File: src/verilog/exec_pkg.sv
package exec_pkg;

    localparam int XLEN      = 32;
    localparam int TAG_W     = 6;                  // Reorder tag
    localparam int NUM_UNITS = 3;
    localparam int UNIT_W    = 2;                  // Wide enough for a unit index

    localparam logic [6:0] OPC_OP     = 7'b0110011;
    localparam logic [6:0] OPC_OP_IMM = 7'b0010011;
    localparam logic [6:0] OPC_BRANCH = 7'b1100011;

    typedef enum logic [3:0] {
        ALU_ADD,
        ALU_SUB,
        ALU_AND,
        ALU_OR,
        ALU_XOR,
        ALU_SLT,
        ALU_SLTU,
        ALU_SLL,
        ALU_SRL,
        ALU_SRA
    } alu_func_t;

    // Values follow the BRANCH funct3 field
    typedef enum logic [2:0] {
        BR_BEQ  = 3'b000,
        BR_BNE  = 3'b001,
        BR_NONE = 3'b010,                          // Slot unused by BRANCH
        BR_BLT  = 3'b100,
        BR_BGE  = 3'b101,
        BR_BLTU = 3'b110,
        BR_BGEU = 3'b111
    } br_func_t;

    typedef struct packed {
        logic [6:0] funct7;                        // Bit 30 picks SUB and SRA
        logic [4:0] rs2;
        logic [4:0] rs1;
        logic [2:0] funct3;
        logic [4:0] rd;
        logic [6:0] opcode;
    } r_type_t;

    typedef struct packed {
        logic [11:0] imm;
        logic [4:0]  rs1;
        logic [2:0]  funct3;
        logic [4:0]  rd;
        logic [6:0]  opcode;
    } i_type_t;

    typedef struct packed {
        logic       imm12;                         // Sign bit of the offset
        logic [5:0] imm10_5;
        logic [4:0] rs2;
        logic [4:0] rs1;
        logic [2:0] funct3;
        logic [3:0] imm4_1;
        logic       imm11;
        logic [6:0] opcode;
    } b_type_t;

    // One instruction word seen through three formats
    typedef union packed {
        r_type_t r;
        i_type_t i;
        b_type_t b;
    } inst_t;

endpackage

File: src/verilog/exec_ifs.sv
`timescale 1ns/100ps

// Router to one functional unit
interface unit_issue_if import exec_pkg::*; ();

    logic             en;                          // One-cycle pulse
    logic [XLEN-1:0]  opa;
    logic [XLEN-1:0]  opb;
    alu_func_t        alu_func;
    br_func_t         br_func;
    logic [XLEN-1:0]  cmp_a;                       // Branch compare operands
    logic [XLEN-1:0]  cmp_b;
    logic [TAG_W-1:0] tag;
    logic             busy;                        // Level

    modport router (
        output en, opa, opb, alu_func, br_func, cmp_a, cmp_b, tag,
        input  busy
    );

    modport unit (
        input  en, opa, opb, alu_func, br_func, cmp_a, cmp_b, tag,
        output busy
    );

endinterface

// One functional unit to the CDB arbiter
interface unit_result_if import exec_pkg::*; ();

    logic             done;                        // Held until the edge after grant
    logic [XLEN-1:0]  value;
    logic [TAG_W-1:0] tag;
    logic             is_branch;
    logic             take;
    logic             grant;                       // One-cycle pulse

    modport unit (
        output done, value, tag, is_branch, take,
        input  grant
    );

    modport arbiter (
        input  done, value, tag, is_branch, take,
        output grant
    );

endinterface

File: src/verilog/issue_router.sv
`timescale 1ns/100ps

module issue_router import exec_pkg::*; (
    input  logic             clock,
    input  logic             reset,
    input  logic             issue_valid,
    input  inst_t            issue_inst,
    input  logic [XLEN-1:0]  issue_rs1,
    input  logic [XLEN-1:0]  issue_rs2,
    input  logic [XLEN-1:0]  issue_pc,
    input  logic [TAG_W-1:0] issue_tag,
    output logic             issue_ready,
    unit_issue_if.router     units [NUM_UNITS]
);

    logic [6:0]           opcode;
    logic [2:0]           funct3;
    logic                 alt;                     // Instruction bit 30
    logic [XLEN-1:0]      imm_i;
    logic [XLEN-1:0]      imm_b;
    alu_func_t            f3_func;                 // Function implied by funct3 alone
    alu_func_t            alu_func;
    br_func_t             br_func;
    logic [XLEN-1:0]      opa;
    logic [XLEN-1:0]      opb;
    logic [XLEN-1:0]      cmp_a;
    logic [XLEN-1:0]      cmp_b;
    logic [NUM_UNITS-1:0] busy_vec;
    logic [NUM_UNITS-1:0] idle_vec;
    logic [NUM_UNITS-1:0] pick;
    logic [NUM_UNITS-1:0] en_vec;

    assign opcode = issue_inst.r.opcode;
    assign funct3 = issue_inst.r.funct3;
    assign alt    = issue_inst.r.funct7[5];
    assign imm_i  = {{(XLEN-12){issue_inst.i.imm[11]}}, issue_inst.i.imm};
    assign imm_b  = {{(XLEN-12){issue_inst.b.imm12}}, issue_inst.b.imm11,
                     issue_inst.b.imm10_5, issue_inst.b.imm4_1, 1'b0};

    always_comb begin
        case (funct3)
            3'b000:  f3_func = (opcode == OPC_OP && alt) ? ALU_SUB : ALU_ADD;  // ADDI ignores bit 30
            3'b001:  f3_func = ALU_SLL;
            3'b010:  f3_func = ALU_SLT;
            3'b011:  f3_func = ALU_SLTU;
            3'b100:  f3_func = ALU_XOR;
            3'b101:  f3_func = alt ? ALU_SRA : ALU_SRL;   // Same bit for SRAI
            3'b110:  f3_func = ALU_OR;
            default: f3_func = ALU_AND;
        endcase
    end

    always_comb begin
        alu_func = ALU_ADD;
        br_func  = BR_NONE;
        opa      = '0;
        opb      = '0;
        cmp_a    = '0;
        cmp_b    = '0;
        case (opcode)
            OPC_OP: begin
                alu_func = f3_func;
                opa      = issue_rs1;
                opb      = issue_rs2;
            end
            OPC_OP_IMM: begin
                alu_func = f3_func;
                opa      = issue_rs1;
                opb      = imm_i;
            end
            OPC_BRANCH: begin
                opa     = issue_pc;                // Target is pc plus offset
                opb     = imm_b;
                cmp_a   = issue_rs1;
                cmp_b   = issue_rs2;
                br_func = (funct3[2:1] == 2'b01) ? BR_NONE : br_func_t'(funct3);
            end
            default: begin
            end
        endcase
    end

    assign idle_vec    = ~busy_vec;
    assign pick        = idle_vec & (~idle_vec + NUM_UNITS'(1));  // Lowest idle unit
    assign issue_ready = |idle_vec;

    for (genvar g = 0; g < NUM_UNITS; g++) begin : g_route
        assign busy_vec[g]       = units[g].busy;
        assign en_vec[g]         = issue_valid & pick[g];
        assign units[g].en       = en_vec[g];
        assign units[g].opa      = opa;
        assign units[g].opb      = opb;
        assign units[g].alu_func = alu_func;
        assign units[g].br_func  = br_func;
        assign units[g].cmp_a    = cmp_a;
        assign units[g].cmp_b    = cmp_b;
        assign units[g].tag      = issue_tag;

        // A routed instruction must occupy its unit from the next cycle
        en_occupies: assert property (@(posedge clock) disable iff (reset)
            en_vec[g] |=> busy_vec[g]);
    end

endmodule

File: src/verilog/exec_unit.sv
`timescale 1ns/100ps

module exec_unit import exec_pkg::*; (
    input  logic        clock,
    input  logic        reset,
    unit_issue_if.unit  iss,
    unit_result_if.unit res
);

    logic [XLEN-1:0]        opa_q;
    logic [XLEN-1:0]        opb_q;
    logic [XLEN-1:0]        cmp_a_q;
    logic [XLEN-1:0]        cmp_b_q;
    logic signed [XLEN-1:0] signed_opa;
    logic signed [XLEN-1:0] signed_opb;
    logic signed [XLEN-1:0] signed_cmp_a;
    logic signed [XLEN-1:0] signed_cmp_b;
    alu_func_t              alu_func_q;
    br_func_t               br_func_q;
    logic [TAG_W-1:0]       tag_q;
    logic                   pend;                  // Operands held, result due next edge
    logic                   done;
    logic [XLEN-1:0]        alu_out;
    logic                   cond;
    logic [XLEN-1:0]        value_q;
    logic                   take_q;
    logic                   branch_q;

    assign signed_opa   = opa_q;
    assign signed_opb   = opb_q;
    assign signed_cmp_a = cmp_a_q;
    assign signed_cmp_b = cmp_b_q;

    always_ff @(posedge clock) begin
        if (iss.en) begin
            opa_q      <= iss.opa;
            opb_q      <= iss.opb;
            cmp_a_q    <= iss.cmp_a;
            cmp_b_q    <= iss.cmp_b;
            alu_func_q <= iss.alu_func;
            br_func_q  <= iss.br_func;
            tag_q      <= iss.tag;
        end
    end

    always_comb begin
        case (alu_func_q)
            ALU_ADD:  alu_out = opa_q + opb_q;
            ALU_SUB:  alu_out = opa_q - opb_q;
            ALU_AND:  alu_out = opa_q & opb_q;
            ALU_OR:   alu_out = opa_q | opb_q;
            ALU_XOR:  alu_out = opa_q ^ opb_q;
            ALU_SLT:  alu_out = {{(XLEN-1){1'b0}}, signed_opa < signed_opb};
            ALU_SLTU: alu_out = {{(XLEN-1){1'b0}}, opa_q < opb_q};
            ALU_SLL:  alu_out = opa_q << opb_q[4:0];
            ALU_SRL:  alu_out = opa_q >> opb_q[4:0];
            ALU_SRA:  alu_out = signed_opa >>> opb_q[4:0];
            default:  alu_out = '0;
        endcase
    end

    always_comb begin
        case (br_func_q)
            BR_BEQ:  cond = cmp_a_q == cmp_b_q;
            BR_BNE:  cond = cmp_a_q != cmp_b_q;
            BR_BLT:  cond = signed_cmp_a < signed_cmp_b;
            BR_BGE:  cond = signed_cmp_a >= signed_cmp_b;
            BR_BLTU: cond = cmp_a_q < cmp_b_q;
            BR_BGEU: cond = cmp_a_q >= cmp_b_q;
            default: cond = 1'b0;                  // Not a branch
        endcase
    end

    always_ff @(posedge clock) begin
        if (reset) begin
            pend <= 1'b0;
            done <= 1'b0;
        end else begin
            pend <= iss.en;
            if (pend) begin
                done <= 1'b1;
            end else if (res.grant) begin
                done <= 1'b0;
            end
        end
    end

    // Result hold until the bus takes it
    always_ff @(posedge clock) begin
        if (pend) begin
            value_q  <= alu_out;
            take_q   <= cond;
            branch_q <= br_func_q != BR_NONE;
        end
    end

    assign iss.busy      = pend | done;
    assign res.done      = done;
    assign res.value     = value_q;
    assign res.tag       = tag_q;
    assign res.is_branch = branch_q;
    assign res.take      = take_q;

    no_en_while_busy: assert property (@(posedge clock) disable iff (reset)
        iss.en |-> !iss.busy);

    // Result stays put while it waits for the bus
    held_until_grant: assert property (@(posedge clock) disable iff (reset)
        done && !res.grant |=> done && $stable(value_q) && $stable(tag_q));

endmodule

File: src/verilog/cdb_arbiter.sv
`timescale 1ns/100ps

module cdb_arbiter import exec_pkg::*; (
    input  logic              clock,
    input  logic              reset,
    input  logic              cdb_free,
    unit_result_if.arbiter    units [NUM_UNITS],
    output logic              cdb_valid,
    output logic              cdb_branch,
    output logic              cdb_take,
    output logic [TAG_W-1:0]  cdb_tag,
    output logic [XLEN-1:0]   cdb_value
);

    logic [NUM_UNITS-1:0] done_vec;
    logic [NUM_UNITS-1:0] branch_vec;
    logic [NUM_UNITS-1:0] take_vec;
    logic [XLEN-1:0]      value_arr [NUM_UNITS];
    logic [TAG_W-1:0]     tag_arr [NUM_UNITS];
    logic [UNIT_W-1:0]    ptr;                     // Last granted unit
    logic [UNIT_W-1:0]    pick_idx;
    logic                 pick_any;
    logic                 grant;
    logic [NUM_UNITS-1:0] grant_vec;

    for (genvar g = 0; g < NUM_UNITS; g++) begin : g_collect
        assign done_vec[g]    = units[g].done;
        assign branch_vec[g]  = units[g].is_branch;
        assign take_vec[g]    = units[g].take;
        assign value_arr[g]   = units[g].value;
        assign tag_arr[g]     = units[g].tag;
        assign units[g].grant = grant_vec[g];
    end

    // Search starts one past the last winner
    always_comb begin
        int idx;
        pick_any = 1'b0;
        pick_idx = '0;
        for (int k = 1; k <= NUM_UNITS; k++) begin
            idx = (int'(ptr) + k) % NUM_UNITS;
            if (!pick_any && done_vec[idx]) begin
                pick_any = 1'b1;
                pick_idx = UNIT_W'(idx);
            end
        end
    end

    assign grant     = cdb_free & pick_any;
    assign grant_vec = grant ? (NUM_UNITS'(1) << pick_idx) : '0;

    always_ff @(posedge clock) begin
        if (reset) begin
            cdb_valid <= 1'b0;
            ptr       <= UNIT_W'(NUM_UNITS - 1);  // Unit 0 first after reset
        end else begin
            cdb_valid <= grant;
            if (grant) begin
                ptr <= pick_idx;
            end
        end
    end

    always_ff @(posedge clock) begin
        if (grant) begin
            cdb_tag    <= tag_arr[pick_idx];
            cdb_value  <= value_arr[pick_idx];
            cdb_branch <= branch_vec[pick_idx];
            cdb_take   <= take_vec[pick_idx];
        end
    end

    grant_onehot: assert property (@(posedge clock) disable iff (reset)
        $onehot0(grant_vec) && (grant_vec & ~done_vec) == '0);

endmodule

File: src/verilog/exec_stage.sv
`timescale 1ns/100ps

module exec_stage import exec_pkg::*; (
    input  logic             clock,
    input  logic             reset,

    // Issue port
    input  logic             issue_valid,
    input  inst_t            issue_inst,
    input  logic [XLEN-1:0]  issue_rs1,
    input  logic [XLEN-1:0]  issue_rs2,
    input  logic [XLEN-1:0]  issue_pc,
    input  logic [TAG_W-1:0] issue_tag,
    output logic             issue_ready,

    // Common data bus
    input  logic             cdb_free,
    output logic             cdb_valid,
    output logic [TAG_W-1:0] cdb_tag,
    output logic [XLEN-1:0]  cdb_value,
    output logic             cdb_branch,
    output logic             cdb_take
);

    unit_issue_if  iss_if [NUM_UNITS] ();
    unit_result_if res_if [NUM_UNITS] ();

    issue_router u_issue_router (
        .clock       (clock),
        .reset       (reset),
        .issue_valid (issue_valid),
        .issue_inst  (issue_inst),
        .issue_rs1   (issue_rs1),
        .issue_rs2   (issue_rs2),
        .issue_pc    (issue_pc),
        .issue_tag   (issue_tag),
        .issue_ready (issue_ready),
        .units       (iss_if)
    );

    for (genvar g = 0; g < NUM_UNITS; g++) begin : g_unit
        exec_unit u_exec_unit (
            .clock (clock),
            .reset (reset),
            .iss   (iss_if[g]),
            .res   (res_if[g])
        );
    end

    cdb_arbiter u_cdb_arbiter (
        .clock      (clock),
        .reset      (reset),
        .cdb_free   (cdb_free),
        .units      (res_if),
        .cdb_valid  (cdb_valid),
        .cdb_branch (cdb_branch),
        .cdb_take   (cdb_take),
        .cdb_tag    (cdb_tag),
        .cdb_value  (cdb_value)
    );

endmodule

File: config.mk
export PLATFORM = sky130hd
export DESIGN_NAME = exec_stage
export DESIGN_NICKNAME = d
export VERILOG_FILES = /design/src/verilog/exec_pkg.sv /design/src/verilog/exec_ifs.sv /design/src/verilog/issue_router.sv /design/src/verilog/exec_unit.sv /design/src/verilog/cdb_arbiter.sv /design/src/verilog/exec_stage.sv
export SDC_FILE = /design/constraint.sdc
export NUM_CORES = 2
export LEC_CHECK = 0
export ABC_AREA = 1
export BUFFER_PORTS_ARGS = -buffer_cell sky130_fd_sc_hd__buf_2
export CAP_MARGIN = 30
export CORE_MARGIN = 3
export CORE_UTILIZATION = 30
export DETAILED_ROUTE_END_ITERATION = 7
export PLACE_DENSITY_LB_ADDON = 0.15
export SYNTH_ARGS = -nofsm -noshare
export SYNTH_HDL_FRONTEND = slang
export SYNTH_HIERARCHICAL = 1
export SYNTH_SLANG_ARGS = --single-unit
export TNS_END_PERCENT = 20
File: constraint.sdc
create_clock -name clock -period 21.8 [get_ports clock]
set_clock_uncertainty 0.1 [all_clocks]
set_input_delay 4.36 -clock clock [delete_from_list [all_inputs] [get_ports clock]]
set_output_delay 4.36 -clock clock [all_outputs]
set_load 0.02 [all_outputs]
---- After elaboration in Yosys (flattened, before gate mapping) ----
Index checks and enable logic that the tools add are counted.
cells by class
  add/sub/neg operators ................... 10
  $mul .................................... 0
  divide/modulo/power cells ............... 3
  magnitude comparators ................... 23
  equal/unequal tests ..................... 61
  shift-type cells ........................ 10
  muxes and demuxes ....................... 48
  bitwise operators ....................... 20
  reduce and logical (&&, ||, !) cells .... 17
operators with widths
  cell                     number
  $pmux W32 S10            3
  $lt A32 B32 Y1           12
  $ge A32 B32 Y1           6
  $mux W32                 4
  $add A32 B32 Y32         3
  $and A32 B32 Y32         3
  $eq A32 B32 Y1           3
  $lt A32 B4 Y1 const B    3
  $mod A32 B3 Y32 const B  3
  $ne A32 B32 Y1           3
  $or A32 B32 Y32          3
  $pmux W32 S3             1
  $shl A32 B5 Y32          3
  $shr A32 B5 Y32          3
  $sshr A32 B5 Y32         3
  $sub A32 B32 Y32         3
  $xor A32 B32 Y32         3
  $bmux W32 S2             1
  $pmux W32 S2             1
  $eq A4 B3 Y1 const B     12
  $eq A3 B3 Y1 const B     15
  $pmux W4 S7              1
  $eq A4 B2 Y1 const B     6
  $eq A4 B4 Y1 const B     6
  34 further kinds         88
word-level totals
  bits in registers ....................... 574
  latch bits .............................. 0
  memory bits (writable) .................. 0
  bits in read-only memories .............. 0
  input port bits ......................... 138
  word-level logic and storage cells ...... 234
  memories ................................ 0

---- Logic depth before layout (Yosys ltp) ----
  depth in word-level cells ............... 16
  depth in mapped cells ................... 18
  depth with buffers taken out ............ 17

---- By module ----
Netlist, hierarchy kept.
by module, submodules not included
  module        times used  cells an instance  area an instance (sq um)  sequential area each (sq um)
  exec_unit     3           2,254              15,876.5                  5,295.1
  issue_router  1           598                3,692.3                   0.0
  cdb_arbiter   1           401                2,950.3                   1,261.2

---- Least setup slack after synthesis ----
Ideal clock, no wire load.
  path type ............................... input to register
  start point ............................. input issue_valid
  end point ............................... register g_unit[2].u_exec_unit.alu_func_q[0], enable pin
  setup time .............................. 0.844 ns
  arrival time ............................ 14.648 ns
  setup slack ............................. 6.208 ns
  stages on the path ...................... 2
  cell sequence ........................... nand2_1 -> nor3b_1
on the way
  longest elaborated chain between the ends .. 1
ends and longest elaborated chain
  element               line                RTL
  from (decl)           exec_stage.sv:8     input logic issue_valid,
  $and A1 B1 Y1         issue_router.sv:89  assign en_vec[g] = issue_valid & pick[g];
  net iss_if[2].en      exec_ifs.sv:6       logic en;
  to (signal assigned)  exec_unit.sv:40     alu_func_q <= iss.alu_func;
  to (decl)             exec_unit.sv:18     alu_func_t alu_func_q;
The timed path passes the listed nets, and every way through them passes these cells.
A chain may end at the register's enable or synchronous reset.

---- Worst setup path in the final report ----
  start point ............................. input issue_valid
  end point ............................... register g_unit[2].u_exec_unit.opb_q[26], enable pin
on the way
  longest elaborated chain between the ends .. 1
ends and longest elaborated chain
  element               line                RTL
  $and A1 B1 Y1         issue_router.sv:89
  net iss_if[2].en      exec_ifs.sv:6
  to (signal assigned)  exec_unit.sv:37     opb_q <= iss.opb;
  to (decl)             exec_unit.sv:11     logic [XLEN-1:0] opb_q;
The timed path passes the listed nets, and every way through them passes these cells.

==> reports/metrics.yaml <==
critPathMaxFanout: 58
finalCritPeriodShare: 0.328
grt_pass1_vias: 49904
io_pins: 180
initial_core_util: 0.303
yosys_warnings: 6
required_ps: 21990
drt-initial-drc-count: 6190
die_h_microns: 431
grt_pass1_wl_microns: 365000
dpl_cell_area_sq_mm: 0.0548
gp_congestion: 1.04
drt-wirelength-per-cell_microns: 26.4
drive_above_1_share: 0.0786
syn-num-nets: 8296
drc: 0
via_count: 53754
dpl.hpwl_microns: 210000
coreArea_sq_mm: 0.179
timing.hold.ws_ps: 373
clk_pin_slew_ps: 60
yosysSeqAreaShare: 0.316
cts_resized: 0
areaGrowthSynthToFinish_pct: 5.28
power.density_mw_per_mm2: 59.9
cp-end-kind: "flip-flop"
grt_overflow: 0
synth.largest_area_cell: "edfxtp_1"
die_w_microns: 431
hold_buffers: 0
setup_viol: 0
final_nets: 8028
ys_types: 56
netlist_instances: 7761
numCtsBuffers: 71
max_cap_viol_count: 0
slew_headroom: 0.240
n_fill_cell: 19769
slew_viol_final: 0
start_kind: "input pin"
reg2reg_slack_ps: 17250
final_area_sq_mm: 0.0571
root_buffer: "clkbuf_16"
drt_first_pass_iters: 6
crit_type: "in -> reg"
cts_tree: "yes"
p_comb_frac: 0.264
tns_ps: 0
seq_power_share: 0.392
row_count: 155
worstHoldStart: "g_unit[2].u_exec_unit/res.value[15]$_DFFE_PP_"
vias_per_cell: 5.43
synth-edff-count: 565
ys_ff_latch: 574
max_freq_ghz: 0.140
layout_min_cycle_time_ps: 7160
synth_top_area_share: 0.313
drtAntennaViolNets: 0
status: "completed"
synth_area_sq_mm: 0.0543
drt-total-wl_microns: 262000
avgSynthCellArea_sq_um: 6.99
crit_start: "issue_valid"
clock_tree.buffer_depth: 3
cts_setup_buffers: 0
p_switching_mw: 1.26
rsz0062_at_grt: "no"
netSwitchingFraction: 0.367
antenna_found_initial: 14
clock-sinks: 574
hp-class: "reg -> reg"
synth-async-reset-ratio: 0
clk_latency_ps: 710
intPower_mw: 2.16
portBuffers: 174
ys_top_cells_by_area: "edfxtp_1 (31%), nand2_1 (15%), nand3_1 (9.7%)"
grtUsageTotal: 0.272
tightest_slew_ps: 1130
synthFlopType: "edfxtp_1"
grt_max_degree: 128
r2r-start: "g_unit[0].u_exec_unit/pend$_SDFF_PP0_"
htree_levels: 3
arrival_ps: 7350
hold_viol_final: 0
p_leak_nw: 26.5
p_clk_frac: 0.344
die-area_sq_mm: 0.186
irDropWorstVdd_mv: 0.0482
-- cells by family (layout without fill, tap and decap cells) --
logic type               Yosys count  in the layout  share of synthesized area
AND/OR/NAND/NOR                 4062           4062                      0.324
AO/OA/AOI/OAI                   1130           1130                      0.123
flip-flops                       574            574                      0.316
adder cells (fa/ha/maj)          397            397                     0.0924
XOR/XNOR                          12             12                    0.00194
multiplexers                       9              9                    0.00166
buffers and inverters           1577           1363                      0.141
other                              0              3                          0
-- placed cells by master (no fill, tap or decap), types with 12 or more instances in the layout --
cell	count
nand3_2	23
clkbuf_16	71
buf_4	78
o21ai_2	44
o21bai_1	21
o21ai_0	280
o211ai_2	15
a221oi_1	15
clkinv_2	15
buf_2	177
o221ai_1	18
clkinv_1	13
nand3b_1	19
nand2_1	2100
nor2_1	566
o211ai_1	71
nor2_4	12
inv_1	928
a31oi_1	15
xor2_1	12
a211oi_1	28
a21o_1	12
edfxtp_1	565
nand3_1	1048
nand4_1	98
nand2_2	28
inv_2	42
nor3_1	105
o21a_1	36
ha_1	391
a21oi_1	437
o21ai_1	64
nand2_4	18
o22ai_1	42
-- critical path, cell delays in order --
cell and delay (ps):
buf_2 110, nand2_1 110, nor3b_2 590, buf_4 600, buf_4 760, buf_4 700
-- sequential cells by signal (all words and copies together), names as in the netlist, 9 cells and up --
name and flops:
g_unit.u_exec_unit/br_func_q 9, g_unit.u_exec_unit/res.tag 18, g_unit.u_exec_unit/cmp_a_q 96, g_unit.u_exec_unit/alu_func_q 12, g_unit.u_exec_unit/res.value 96, g_unit.u_exec_unit/cmp_b_q 96, u_cdb_arbiter/cdb_value 32, g_unit.u_exec_unit/opa_q 96
g_unit.u_exec_unit/opb_q 96
-- cells in the mapped netlist, types with 71 or more instances --
library cell  count
nand2_1        2101
nand3_1        1048
inv_1           934
nor2_1          568
edfxtp_1        565
a21oi_1         437
ha_1            391
buf_4           313
o21ai_0         287
buf_2           146
nor3_1          105
nand4_1          98
o211ai_1         71
-- layer usage --
layer,global-route usage,up-vias,share of wire
met1,0.383,26053,0.44
met5,0,-,0.000061
met3,0.0326,325,0.077
li1,-,25045,-
met4,0.102,2,0.042
met2,0.425,2329,0.44
-- final cells by class --
cell class / count / area (sq um) / share of cell area
Antenna cell: 3 / 7.51 / 0.000131
Clock buffer: 82 / 1830 / 0.0320
Clock inverter: 45 / 475 / 0.00832
Inverter: 977 / 3680 / 0.0644
Multi-Input combinational cell: 5610 / 29500 / 0.517
Sequential cell: 574 / 17200 / 0.300
Tap cell: 2355 / 2950 / 0.0516
Timing Repair Buffer: 259 / 1540 / 0.0269
-- power groups by stage --
stage                     sequential [mW]  clock, mW  combinational [mW]
after global routing                 1.34       1.25               0.986
after detailed placement             1.36          0               0.887
after floorplan                      1.35          0               0.562
final                                1.34       1.18               0.904
after global placement               1.36          0               0.887
after CTS                            1.34       1.21               0.890
-- metrics by stage --
step | setup slack [ps] | util | total power [mW] | std cells
after floorplan | 6210 | - | 1.91 | 7761
after global placement | 13910 | 0.305 | 2.25 | 9766
after CTS | 14600 | 0.319 | 3.44 | 9900
after global routing | 14500 | 0.319 | 3.58 | 9903
after detailed placement | 13870 | 0.306 | 2.25 | 9773
final | 14640 | 0.319 | 3.42 | 9905
-- path summary, 6_finish.rpt --
check | to | depth (start not counted)
worst max-delay path | g_unit[2].u_exec_unit/opb_q[26]$_DFFE_PP_ | 6
worst min-delay path | u_cdb_arbiter/cdb_value[15]$_DFFE_PP_ | 2
worst max register to register | g_unit[2].u_exec_unit/opb_q[26]$_DFFE_PP_ | 8
worst min register to register | u_cdb_arbiter/cdb_value[15]$_DFFE_PP_ | 2
No activity file was read; power rests on OpenSTA's default activity.
